### config.mk
export PLATFORM = sky130hd
export DESIGN_NAME = branch_predictor_top
export DESIGN_NICKNAME = d
export VERILOG_FILES = /design/src/bp_pkg.sv /design/src/branch_request_stage.sv /design/src/gshare_core.sv /design/src/outstanding_branch_queue.sv /design/src/prediction_output_stage.sv /design/src/branch_predictor_top.sv
export VERILOG_INCLUDE_DIRS = /design/src /design/src/include
export SDC_FILE = /design/constraint.sdc
export NUM_CORES = 1
export LEC_CHECK = 0
export BUFFER_PORTS_ARGS = -buffer_cell sky130_fd_sc_hd__buf_2
export CORE_ASPECT_RATIO = 0.7
export CORE_UTILIZATION = 30
export DETAILED_ROUTE_END_ITERATION = 12
export GPL_TIMING_DRIVEN = 0
export PLACE_DENSITY_LB_ADDON = 0.25
export SLEW_MARGIN = 40
export SYNTH_ARGS = -nofsm -noshare
export SYNTH_HDL_FRONTEND = slang
export SYNTH_SLANG_ARGS = --single-unit
### constraint.sdc
create_clock -name clock -period 3.45 [get_ports clock]
set_input_delay 0.345 -clock clock [delete_from_list [all_inputs] [get_ports clock]]
set_output_delay 0.345 -clock clock [all_outputs]
set_load 0.01 [all_outputs]
### src/include/bp_macros.svh
// ======================================
// Predictor sizing. BP_PC_BIT must equal BP_GHT_BIT
// BP_OBQ_DEPTH is the number of unresolved branches
// ======================================
`ifndef BP_MACROS_SVH
`define BP_MACROS_SVH

// Global history length and pattern table index width
`define BP_GHT_BIT 4

// PC bits hashed from bit 2 upward past the byte offset
`define BP_PC_BIT `BP_GHT_BIT

// Outstanding branch queue entries
`define BP_OBQ_DEPTH 8

`endif

### src/bp_pkg.sv
// ======================================
// Shared predictor types sized from the macros header
// ======================================
`include "bp_macros.svh"

package bp_pkg;

	// Global history with the newest outcome in bit 0
	typedef logic [`BP_GHT_BIT-1:0] ghist_t;

	// Pattern table index from history XOR PC bits
	typedef logic [`BP_GHT_BIT-1:0] pht_idx_t;

	// Instruction address
	typedef logic [31:0] pc_t;

	// Queue occupancy wide enough to reach BP_OBQ_DEPTH
	typedef logic [$clog2(`BP_OBQ_DEPTH + 1)-1:0] obq_count_t;

endpackage

### src/branch_request_stage.sv
// ======================================
// One-entry input register for branch PCs
// Accepts while its entry leaves; flush drops it
// ======================================
`timescale 1ns/10ps

module branch_request_stage
	import bp_pkg::*;
(
	input  logic clock,
	input  logic reset,
	input  logic flush,      // Mispredict drops the pending PC
	input  logic req_valid,
	input  pc_t  req_pc,
	output logic req_ready,
	output logic stage_valid,
	output pc_t  stage_pc,
	input  logic stage_take  // Lookup fires on the held PC
);

	logic accept_en; // Low in the reset cycle itself
	logic req_fire;

	always_ff @(posedge clock) begin
		if (reset) begin
			accept_en <= 1'b0;
		end else begin
			accept_en <= 1'b1;
		end
	end

	// Ready when empty or emptying but never during a flush
	assign req_ready = accept_en && !flush && (!stage_valid || stage_take);
	assign req_fire  = req_valid && req_ready;

	always_ff @(posedge clock) begin
		if (reset) begin
			stage_valid <= 1'b0;
		end else if (flush) begin
			stage_valid <= 1'b0;
		end else if (req_fire) begin
			stage_valid <= 1'b1; // Refill in the same cycle as a take
		end else if (stage_take) begin
			stage_valid <= 1'b0;
		end
	end

	always_ff @(posedge clock) begin
		if (req_fire) begin
			stage_pc <= req_pc;
		end
	end

endmodule

### src/gshare_core.sv
// ======================================
// Gshare with a one-bit pattern table
// Table bit flips on mispredict, no counters
// ======================================
`timescale 1ns/10ps
`include "bp_macros.svh"

module gshare_core
	import bp_pkg::*;
(
	input  logic     clock,
	input  logic     reset,
	input  logic     lookup_fire,  // Branch leaves the request stage
	input  pc_t      lookup_pc,
	output pht_idx_t lookup_idx,   // Hash used and kept for repair
	output ghist_t   lookup_hist,  // History before this branch
	output logic     lookup_taken, // Guess where 1 is taken
	input  logic     mispredict,
	input  pht_idx_t fix_idx,
	input  ghist_t   fix_hist,     // Snapshot of the wrong branch
	input  logic     fix_taken     // Real outcome
);

	localparam int unsigned PHT_SIZE = 2 ** `BP_GHT_BIT;

	ghist_t                ghist;
	logic [PHT_SIZE-1:0]   pht;       // 0 not taken, 1 taken
	logic [`BP_PC_BIT-1:0] pc_bits;

	// Skip the byte offset
	assign pc_bits = lookup_pc[`BP_PC_BIT+1:2];

	// Combinational lookup against the speculative history
	assign lookup_idx   = ghist ^ pc_bits;
	assign lookup_hist  = ghist;
	assign lookup_taken = pht[lookup_idx];

	// History register
	always_ff @(posedge clock) begin
		if (reset) begin
			ghist <= '0;
		end else if (mispredict) begin
			// Roll back, then shift in what really happened
			ghist <= {fix_hist[`BP_GHT_BIT-2:0], fix_taken};
		end else if (lookup_fire) begin
			ghist <= {ghist[`BP_GHT_BIT-2:0], lookup_taken}; // Speculative
		end
	end

	// Pattern table is all not taken out of reset
	always_ff @(posedge clock) begin
		if (reset) begin
			pht <= '0;
		end else if (mispredict) begin
			pht[fix_idx] <= ~pht[fix_idx]; // Wrong guess flips the bit
		end
	end

	// Top holds lookups off while the queue repairs
	a_no_lookup_on_fix: assert property (@(posedge clock) disable iff (reset)
		!(lookup_fire && mispredict))
		else $error("Lookup fired in a mispredict cycle");

endmodule

### src/outstanding_branch_queue.sv
// ======================================
// In-order queue of predicted branches
// Resolves oldest first; a mispredict empties it
// ======================================
`timescale 1ns/10ps
`include "bp_macros.svh"

module outstanding_branch_queue
	import bp_pkg::*;
(
	input  logic     clock,
	input  logic     reset,
	input  logic     push,          // Lookup fire
	input  pht_idx_t push_idx,
	input  ghist_t   push_hist,
	input  logic     push_taken,
	output logic     full,
	input  logic     resolve_valid, // Head branch resolves
	input  logic     resolve_taken,
	output logic     mispredict,
	output pht_idx_t fix_idx,
	output ghist_t   fix_hist,
	output logic     fix_taken
);

	localparam int unsigned DEPTH = `BP_OBQ_DEPTH;
	localparam int unsigned PTR_W = (DEPTH > 1) ? $clog2(DEPTH) : 1;

	typedef logic [PTR_W-1:0] ptr_t;

	pht_idx_t         idx_mem [DEPTH];
	ghist_t           hist_mem [DEPTH];
	logic [DEPTH-1:0] taken_mem;
	ptr_t             wr_ptr;
	ptr_t             rd_ptr;
	obq_count_t       count;
	logic             empty;

	// Circular increment for any depth
	function automatic ptr_t ptr_next(input ptr_t ptr);
		if (ptr == ptr_t'(DEPTH - 1)) begin
			return '0;
		end
		return ptr + ptr_t'(1);
	endfunction

	assign full  = (count == obq_count_t'(DEPTH));
	assign empty = (count == '0);

	// Head compare is combinational so repair lands on the resolve edge
	assign mispredict = resolve_valid && (resolve_taken != taken_mem[rd_ptr]);
	assign fix_idx    = idx_mem[rd_ptr];
	assign fix_hist   = hist_mem[rd_ptr];
	assign fix_taken  = resolve_taken;

	always_ff @(posedge clock) begin
		if (reset) begin
			wr_ptr <= '0;
			rd_ptr <= '0;
			count  <= '0;
		end else if (mispredict) begin
			// All younger branches are on the wrong path
			wr_ptr <= '0;
			rd_ptr <= '0;
			count  <= '0;
		end else begin
			if (push) begin
				wr_ptr <= ptr_next(wr_ptr);
			end
			if (resolve_valid) begin
				rd_ptr <= ptr_next(rd_ptr);
			end
			case ({push, resolve_valid})
				2'b10:   count <= count + obq_count_t'(1);
				2'b01:   count <= count - obq_count_t'(1);
				default: count <= count; // Both or neither
			endcase
		end
	end

	// Entry payload
	always_ff @(posedge clock) begin
		if (push) begin
			idx_mem[wr_ptr]   <= push_idx;
			hist_mem[wr_ptr]  <= push_hist;
			taken_mem[wr_ptr] <= push_taken;
		end
	end

	a_no_push_full: assert property (@(posedge clock) disable iff (reset)
		!(push && full))
		else $error("Push into a full branch queue");

	// Only branches already predicted may resolve
	a_no_resolve_empty: assert property (@(posedge clock) disable iff (reset)
		!(resolve_valid && empty))
		else $error("Resolve with no outstanding branch");

endmodule

### src/prediction_output_stage.sv
// ======================================
// One-entry output register for guesses
// Holds PC and guess under back-pressure
// ======================================
`timescale 1ns/10ps

module prediction_output_stage
	import bp_pkg::*;
(
	input  logic clock,
	input  logic reset,
	input  logic flush,      // Drops the wrong-path guess
	input  logic load,       // Lookup fire
	input  pc_t  load_pc,
	input  logic load_taken,
	output logic can_load,
	output logic pred_valid,
	input  logic pred_ready,
	output pc_t  pred_pc,
	output logic pred_taken
);

	// Empty or the held entry leaves this cycle
	assign can_load = !pred_valid || pred_ready;

	always_ff @(posedge clock) begin
		if (reset) begin
			pred_valid <= 1'b0;
		end else if (flush) begin
			pred_valid <= 1'b0;
		end else if (load) begin
			pred_valid <= 1'b1;
		end else if (pred_ready) begin
			pred_valid <= 1'b0; // Delivered
		end
	end

	always_ff @(posedge clock) begin
		if (load) begin
			pred_pc    <= load_pc;
			pred_taken <= load_taken;
		end
	end

	// Payload must not move while fetch stalls
	a_hold_under_stall: assert property (@(posedge clock) disable iff (reset)
		pred_valid && !pred_ready && !flush |=>
			pred_valid && $stable(pred_pc) && $stable(pred_taken))
		else $error("Prediction changed under back-pressure");

endmodule

### src/branch_predictor_top.sv
// ======================================
// Gshare direction predictor for fetch
// Resolves must be in order and already predicted
// ======================================
`timescale 1ns/10ps

module branch_predictor_top
	import bp_pkg::*;
(
	input  logic clock,
	input  logic reset,
	input  logic req_valid,
	output logic req_ready,
	input  pc_t  req_pc,
	output logic pred_valid,
	input  logic pred_ready,
	output pc_t  pred_pc,
	output logic pred_taken,
	input  logic resolve_valid,
	input  logic resolve_taken,
	output logic mispredict_flush  // Pulse when younger branches are dropped
);

	logic     stage_valid;
	pc_t      stage_pc;
	logic     lookup_fire;
	pht_idx_t lookup_idx;
	ghist_t   lookup_hist;
	logic     lookup_taken;
	logic     obq_full;
	logic     can_load;
	logic     mispredict;
	pht_idx_t fix_idx;
	ghist_t   fix_hist;
	logic     fix_taken;

	// Lookup needs a PC, queue room, output room and no repair
	assign lookup_fire      = stage_valid && !obq_full && can_load && !mispredict;
	assign mispredict_flush = mispredict;

	branch_request_stage i_request_stage (
		.clock       (clock),
		.reset       (reset),
		.flush       (mispredict),
		.req_valid   (req_valid),
		.req_pc      (req_pc),
		.req_ready   (req_ready),
		.stage_valid (stage_valid),
		.stage_pc    (stage_pc),
		.stage_take  (lookup_fire)
	);

	gshare_core i_gshare_core (
		.clock        (clock),
		.reset        (reset),
		.lookup_fire  (lookup_fire),
		.lookup_pc    (stage_pc),
		.lookup_idx   (lookup_idx),
		.lookup_hist  (lookup_hist),
		.lookup_taken (lookup_taken),
		.mispredict   (mispredict),
		.fix_idx      (fix_idx),
		.fix_hist     (fix_hist),
		.fix_taken    (fix_taken)
	);

	outstanding_branch_queue i_obq (
		.clock         (clock),
		.reset         (reset),
		.push          (lookup_fire),
		.push_idx      (lookup_idx),
		.push_hist     (lookup_hist),
		.push_taken    (lookup_taken),
		.full          (obq_full),
		.resolve_valid (resolve_valid),
		.resolve_taken (resolve_taken),
		.mispredict    (mispredict),
		.fix_idx       (fix_idx),
		.fix_hist      (fix_hist),
		.fix_taken     (fix_taken)
	);

	prediction_output_stage i_output_stage (
		.clock      (clock),
		.reset      (reset),
		.flush      (mispredict),
		.load       (lookup_fire),
		.load_pc    (stage_pc),
		.load_taken (lookup_taken),
		.can_load   (can_load),
		.pred_valid (pred_valid),
		.pred_ready (pred_ready),
		.pred_pc    (pred_pc),
		.pred_taken (pred_taken)
	);

endmodule

==> metrics.csv <==
metric,value,unit
drtAntennaViolNets,0,
cts_tree,done,
numCtsBuffers,17,
worst_hold_slack,0.0940,ns
final_max_slew_viol_count,0,
cp.depth,13,
place_area,7020,um^2
ys_seq_elements,165,
crit_chain,mux4_2 -> mux2_2 -> mux2i_4 -> buf_6 -> nand2_2 -> ha_1 -> xor2_1 -> ha_1 -> a21oi_1 -> xor2_1 -> nor2_1 -> xnor2_1 -> nor2_1,
synth.cell_area,6230,um^2
syn_inst,366,
whs_path_depth,1,
synth-async-reset-ratio,0,
leakagePower,2.58,nW
tightest_slew,0.832,ns
grt_pass1_vias,3560,
p_comb_frac,0.067,
antenna_found_initial,1,
fin_crit,3.20,ns
fin_area,7570,um^2
drt-initial-drc-count,262,
antenna_cells,0,
io_buffers,73,
fp.coreArea,20100,um^2
crit_family,multiplexers,
ys_seq_area_frac,0.737,
viasPerCell,4.72,
clock_latency,0.42,ns
finalSetupTns,0,ns
gp_congestion,0.696,
dp.final_hpwl,8650,um
htree_num_levels,4,
die_h,123,um
cts_hold_repair.buffers,0,
drt_wl_total,13000,um
yosysWarnings,0,
nNetsFinal,508,
drc_errors,0,
final_cell_mix,"edfxtp_1, buf_2, dfxtp_1",
cap_violations,0,
synth_top_flop_cell,edfxtp_1,
synth_nets,411,
finalWorstSetupSlack,0.246,ns
arrival,3.50,ns
ir_drop,0.469,mV
grt_start_max_net_pins,34,
synth_cell_types,38,
crit_buf_inv,1,
cts.sinks,165,
fin_skew,0.0134,ns
fin_util,0.377,
finalHoldViolations,0,
die_w,174,um
swShare,0.237,
cp_slowest_cell,mux4_2,
p_sw,1.01,mW
drive_above_1_share,0.339,
start_kind,flip-flop,
power_frac_seq,0.528,
die_area,21400,um^2
final_cells,745,
drt_first_pass_iters,4,
grt_pass1_wl,20300,um
vias,3517,
worstSetupPathType,flip-flop to flip-flop,
dp_slack,-0.215,ns
p_int,3.25,mW
min_from,req_pc[24],
wl_per_cell,17.4,um
fmax,312,MHz
rrSetupSlack,0.25,ns
hold_class,input pin to flip-flop,
outcome,completed,
setup-violations-final,0,
rsz0062_at_grt,no,
crit_path_end_kind,flip-flop,
rows,43,
critPathMaxStageDelay,0.52,ns
clockPowerShare,0.405,
r2r-end,i_obq.count[2]$_SDFFE_PP0P_,
synth_edf_count,129,
root_buffer,clkbuf_16,
crit_path_max_fanout,10,
worst_r2r_path_depth,13,
fin_crit_sh,0.929,
start_util,0.310,
placed_cells,713,
clk_path_buf_depth,2,
p_per_area,563,nW/um^2
overflow,0,
required,3.74,ns
layout_commonest_cell,edfxtp_1,
syn_avg_cell_area,17.0,um^2
min_to,i_request_stage.stage_pc[24]$_DFFE_PP_,
total_power,4.27,mW
syn_to_final_growth,21.6,%
grt_usage,0.129,
clkTransAtPathRegs,0.07,ns
ioPinCount,74,
relSlewSlack,0.442,
r2r-start,i_obq.rd_ptr[0]$_SDFFE_PP0P_,
[cell usage after synthesis (all sizes together) (2+ instances only)]
cell type / n / share of area
and3: 2 / 0.0020
ha: 7 / 0.014
a21oi: 24 / 0.019
clkbuf: 7 / 0.0042
xnor2: 2 / 0.0028
buf: 7 / 0.0066
inv: 6 / 0.0036
nor3: 7 / 0.0056
mux4: 20 / 0.072
nand2: 22 / 0.013
nor2b: 4 / 0.0040
mux2i: 11 / 0.020
nand2b: 3 / 0.0030
o31ai: 16 / 0.019
or4: 17 / 0.020
mux2: 5 / 0.0090
o21ai: 5 / 0.0040
dfxtp: 36 / 0.12
xor2: 7 / 0.0098
a211oi: 3 / 0.0036
nand3: 2 / 0.0024
nor2: 12 / 0.0072
edfxtp: 129 / 0.62
a311oi: 3 / 0.0042
[registers in the layout (all words and copies together), names as in the netlist, named ones only]
| register | cells |
|---|---|
| i_output_stage.pred_valid | 1 |
| i_obq.count | 4 |
| i_obq.wr_ptr | 3 |
| i_output_stage.pred_taken | 1 |
| i_request_stage.stage_valid | 1 |
| i_output_stage.pred_pc | 32 |
| i_gshare_core.pht | 16 |
| i_obq.rd_ptr | 3 |
| i_obq.taken_mem | 8 |
| i_gshare_core.lookup_hist | 4 |
| i_request_stage.accept_en | 1 |
| i_obq.idx_mem | 32 |
| i_request_stage.stage_pc | 32 |
| i_obq.hist_mem | 24 |
[metal layers]
| layer | track usage | vias to the layer above | wire length (um) | part of all wire |
|---|---|---|---|---|
| met5 | 0 | - | 0 | 0 |
| met4 | 0.0313 | 0 | 84 | 0.0065 |
| met3 | 0.0517 | 6 | 1010 | 0.077 |
| met2 | 0.185 | 91 | 5650 | 0.43 |
| met1 | 0.180 | 1773 | 6260 | 0.48 |
| li1 | - | 1647 | - | - |
[repair_timing]
item	in CTS	in global routing
setup buffers	1	0
gates resized for setup	1	2
setup endpoints to repair	2	1
[how the worst max path moves through the flow]
stage,slack [ns],from,end
after floorplan,0.40,i_obq.rd_ptr[0]$_SDFFE_PP0P_,i_obq.hist_mem[0][0]$_DFFE_PP_
after global placement,-0.85,i_obq.rd_ptr[0]$_SDFFE_PP0P_,i_obq.idx_mem[0][1]$_DFFE_PP_
after detailed placement,-0.22,i_obq.rd_ptr[0]$_SDFFE_PP0P_,i_obq.count[2]$_SDFFE_PP0P_
after CTS,0.10,i_obq.rd_ptr[0]$_SDFFE_PP0P_,i_obq.count[2]$_SDFFE_PP0P_
after global routing,0.05,i_obq.rd_ptr[0]$_SDFFE_PP0P_,i_obq.count[2]$_SDFFE_PP0P_
final,0.25,i_obq.rd_ptr[0]$_SDFFE_PP0P_,i_obq.count[2]$_SDFFE_PP0P_
[layout make-up]
| cell class | instances | area (um^2) |
|---|---|---|
| fillers | 1887 | 12500 |
| plain buffers | 14 | 72.6 |
| clock buffers | 18 | 429 |
| flip-flops and latches | 165 | 4600 |
| multi-input cells | 181 | 1620 |
| repair buffers | 78 | 398 |
| clock inverters | 13 | 103 |
| inverters | 6 | 22.5 |
| well taps | 270 | 338 |
[power by group through the flow]
| stage | clock [mW] | combinational (mW) | sequential (mW) |
|---|---|---|---|
| 4_1_cts | 1.78 | 0.289 | 2.25 |
| 3_5_place_dp | 0 | 0.286 | 2.30 |
| 5_1_grt | 1.86 | 0.317 | 2.26 |
| 6_report | 1.73 | 0.287 | 2.25 |
| 2_1_floorplan | 0 | 0.173 | 2.29 |
| 3_3_place_gp | 0 | 0.275 | 2.29 |
[cell families (layout without fill, tap and decap cells)]
| family | Yosys count | after routing | synth area share |
|---|---|---|---|
| DFF | 165 | 165 | 0.737 |
| and+or+nand+nor | 76 | 76 | 0.0669 |
| AOI/OAI and AO/OA | 53 | 53 | 0.0534 |
| muxes | 36 | 36 | 0.101 |
| buffers and inverters | 20 | 129 | 0.0145 |
| xor gates and xnor gates | 9 | 9 | 0.0127 |
| adders and majority gates | 7 | 7 | 0.0141 |
(Power assumes the default switching activity.)
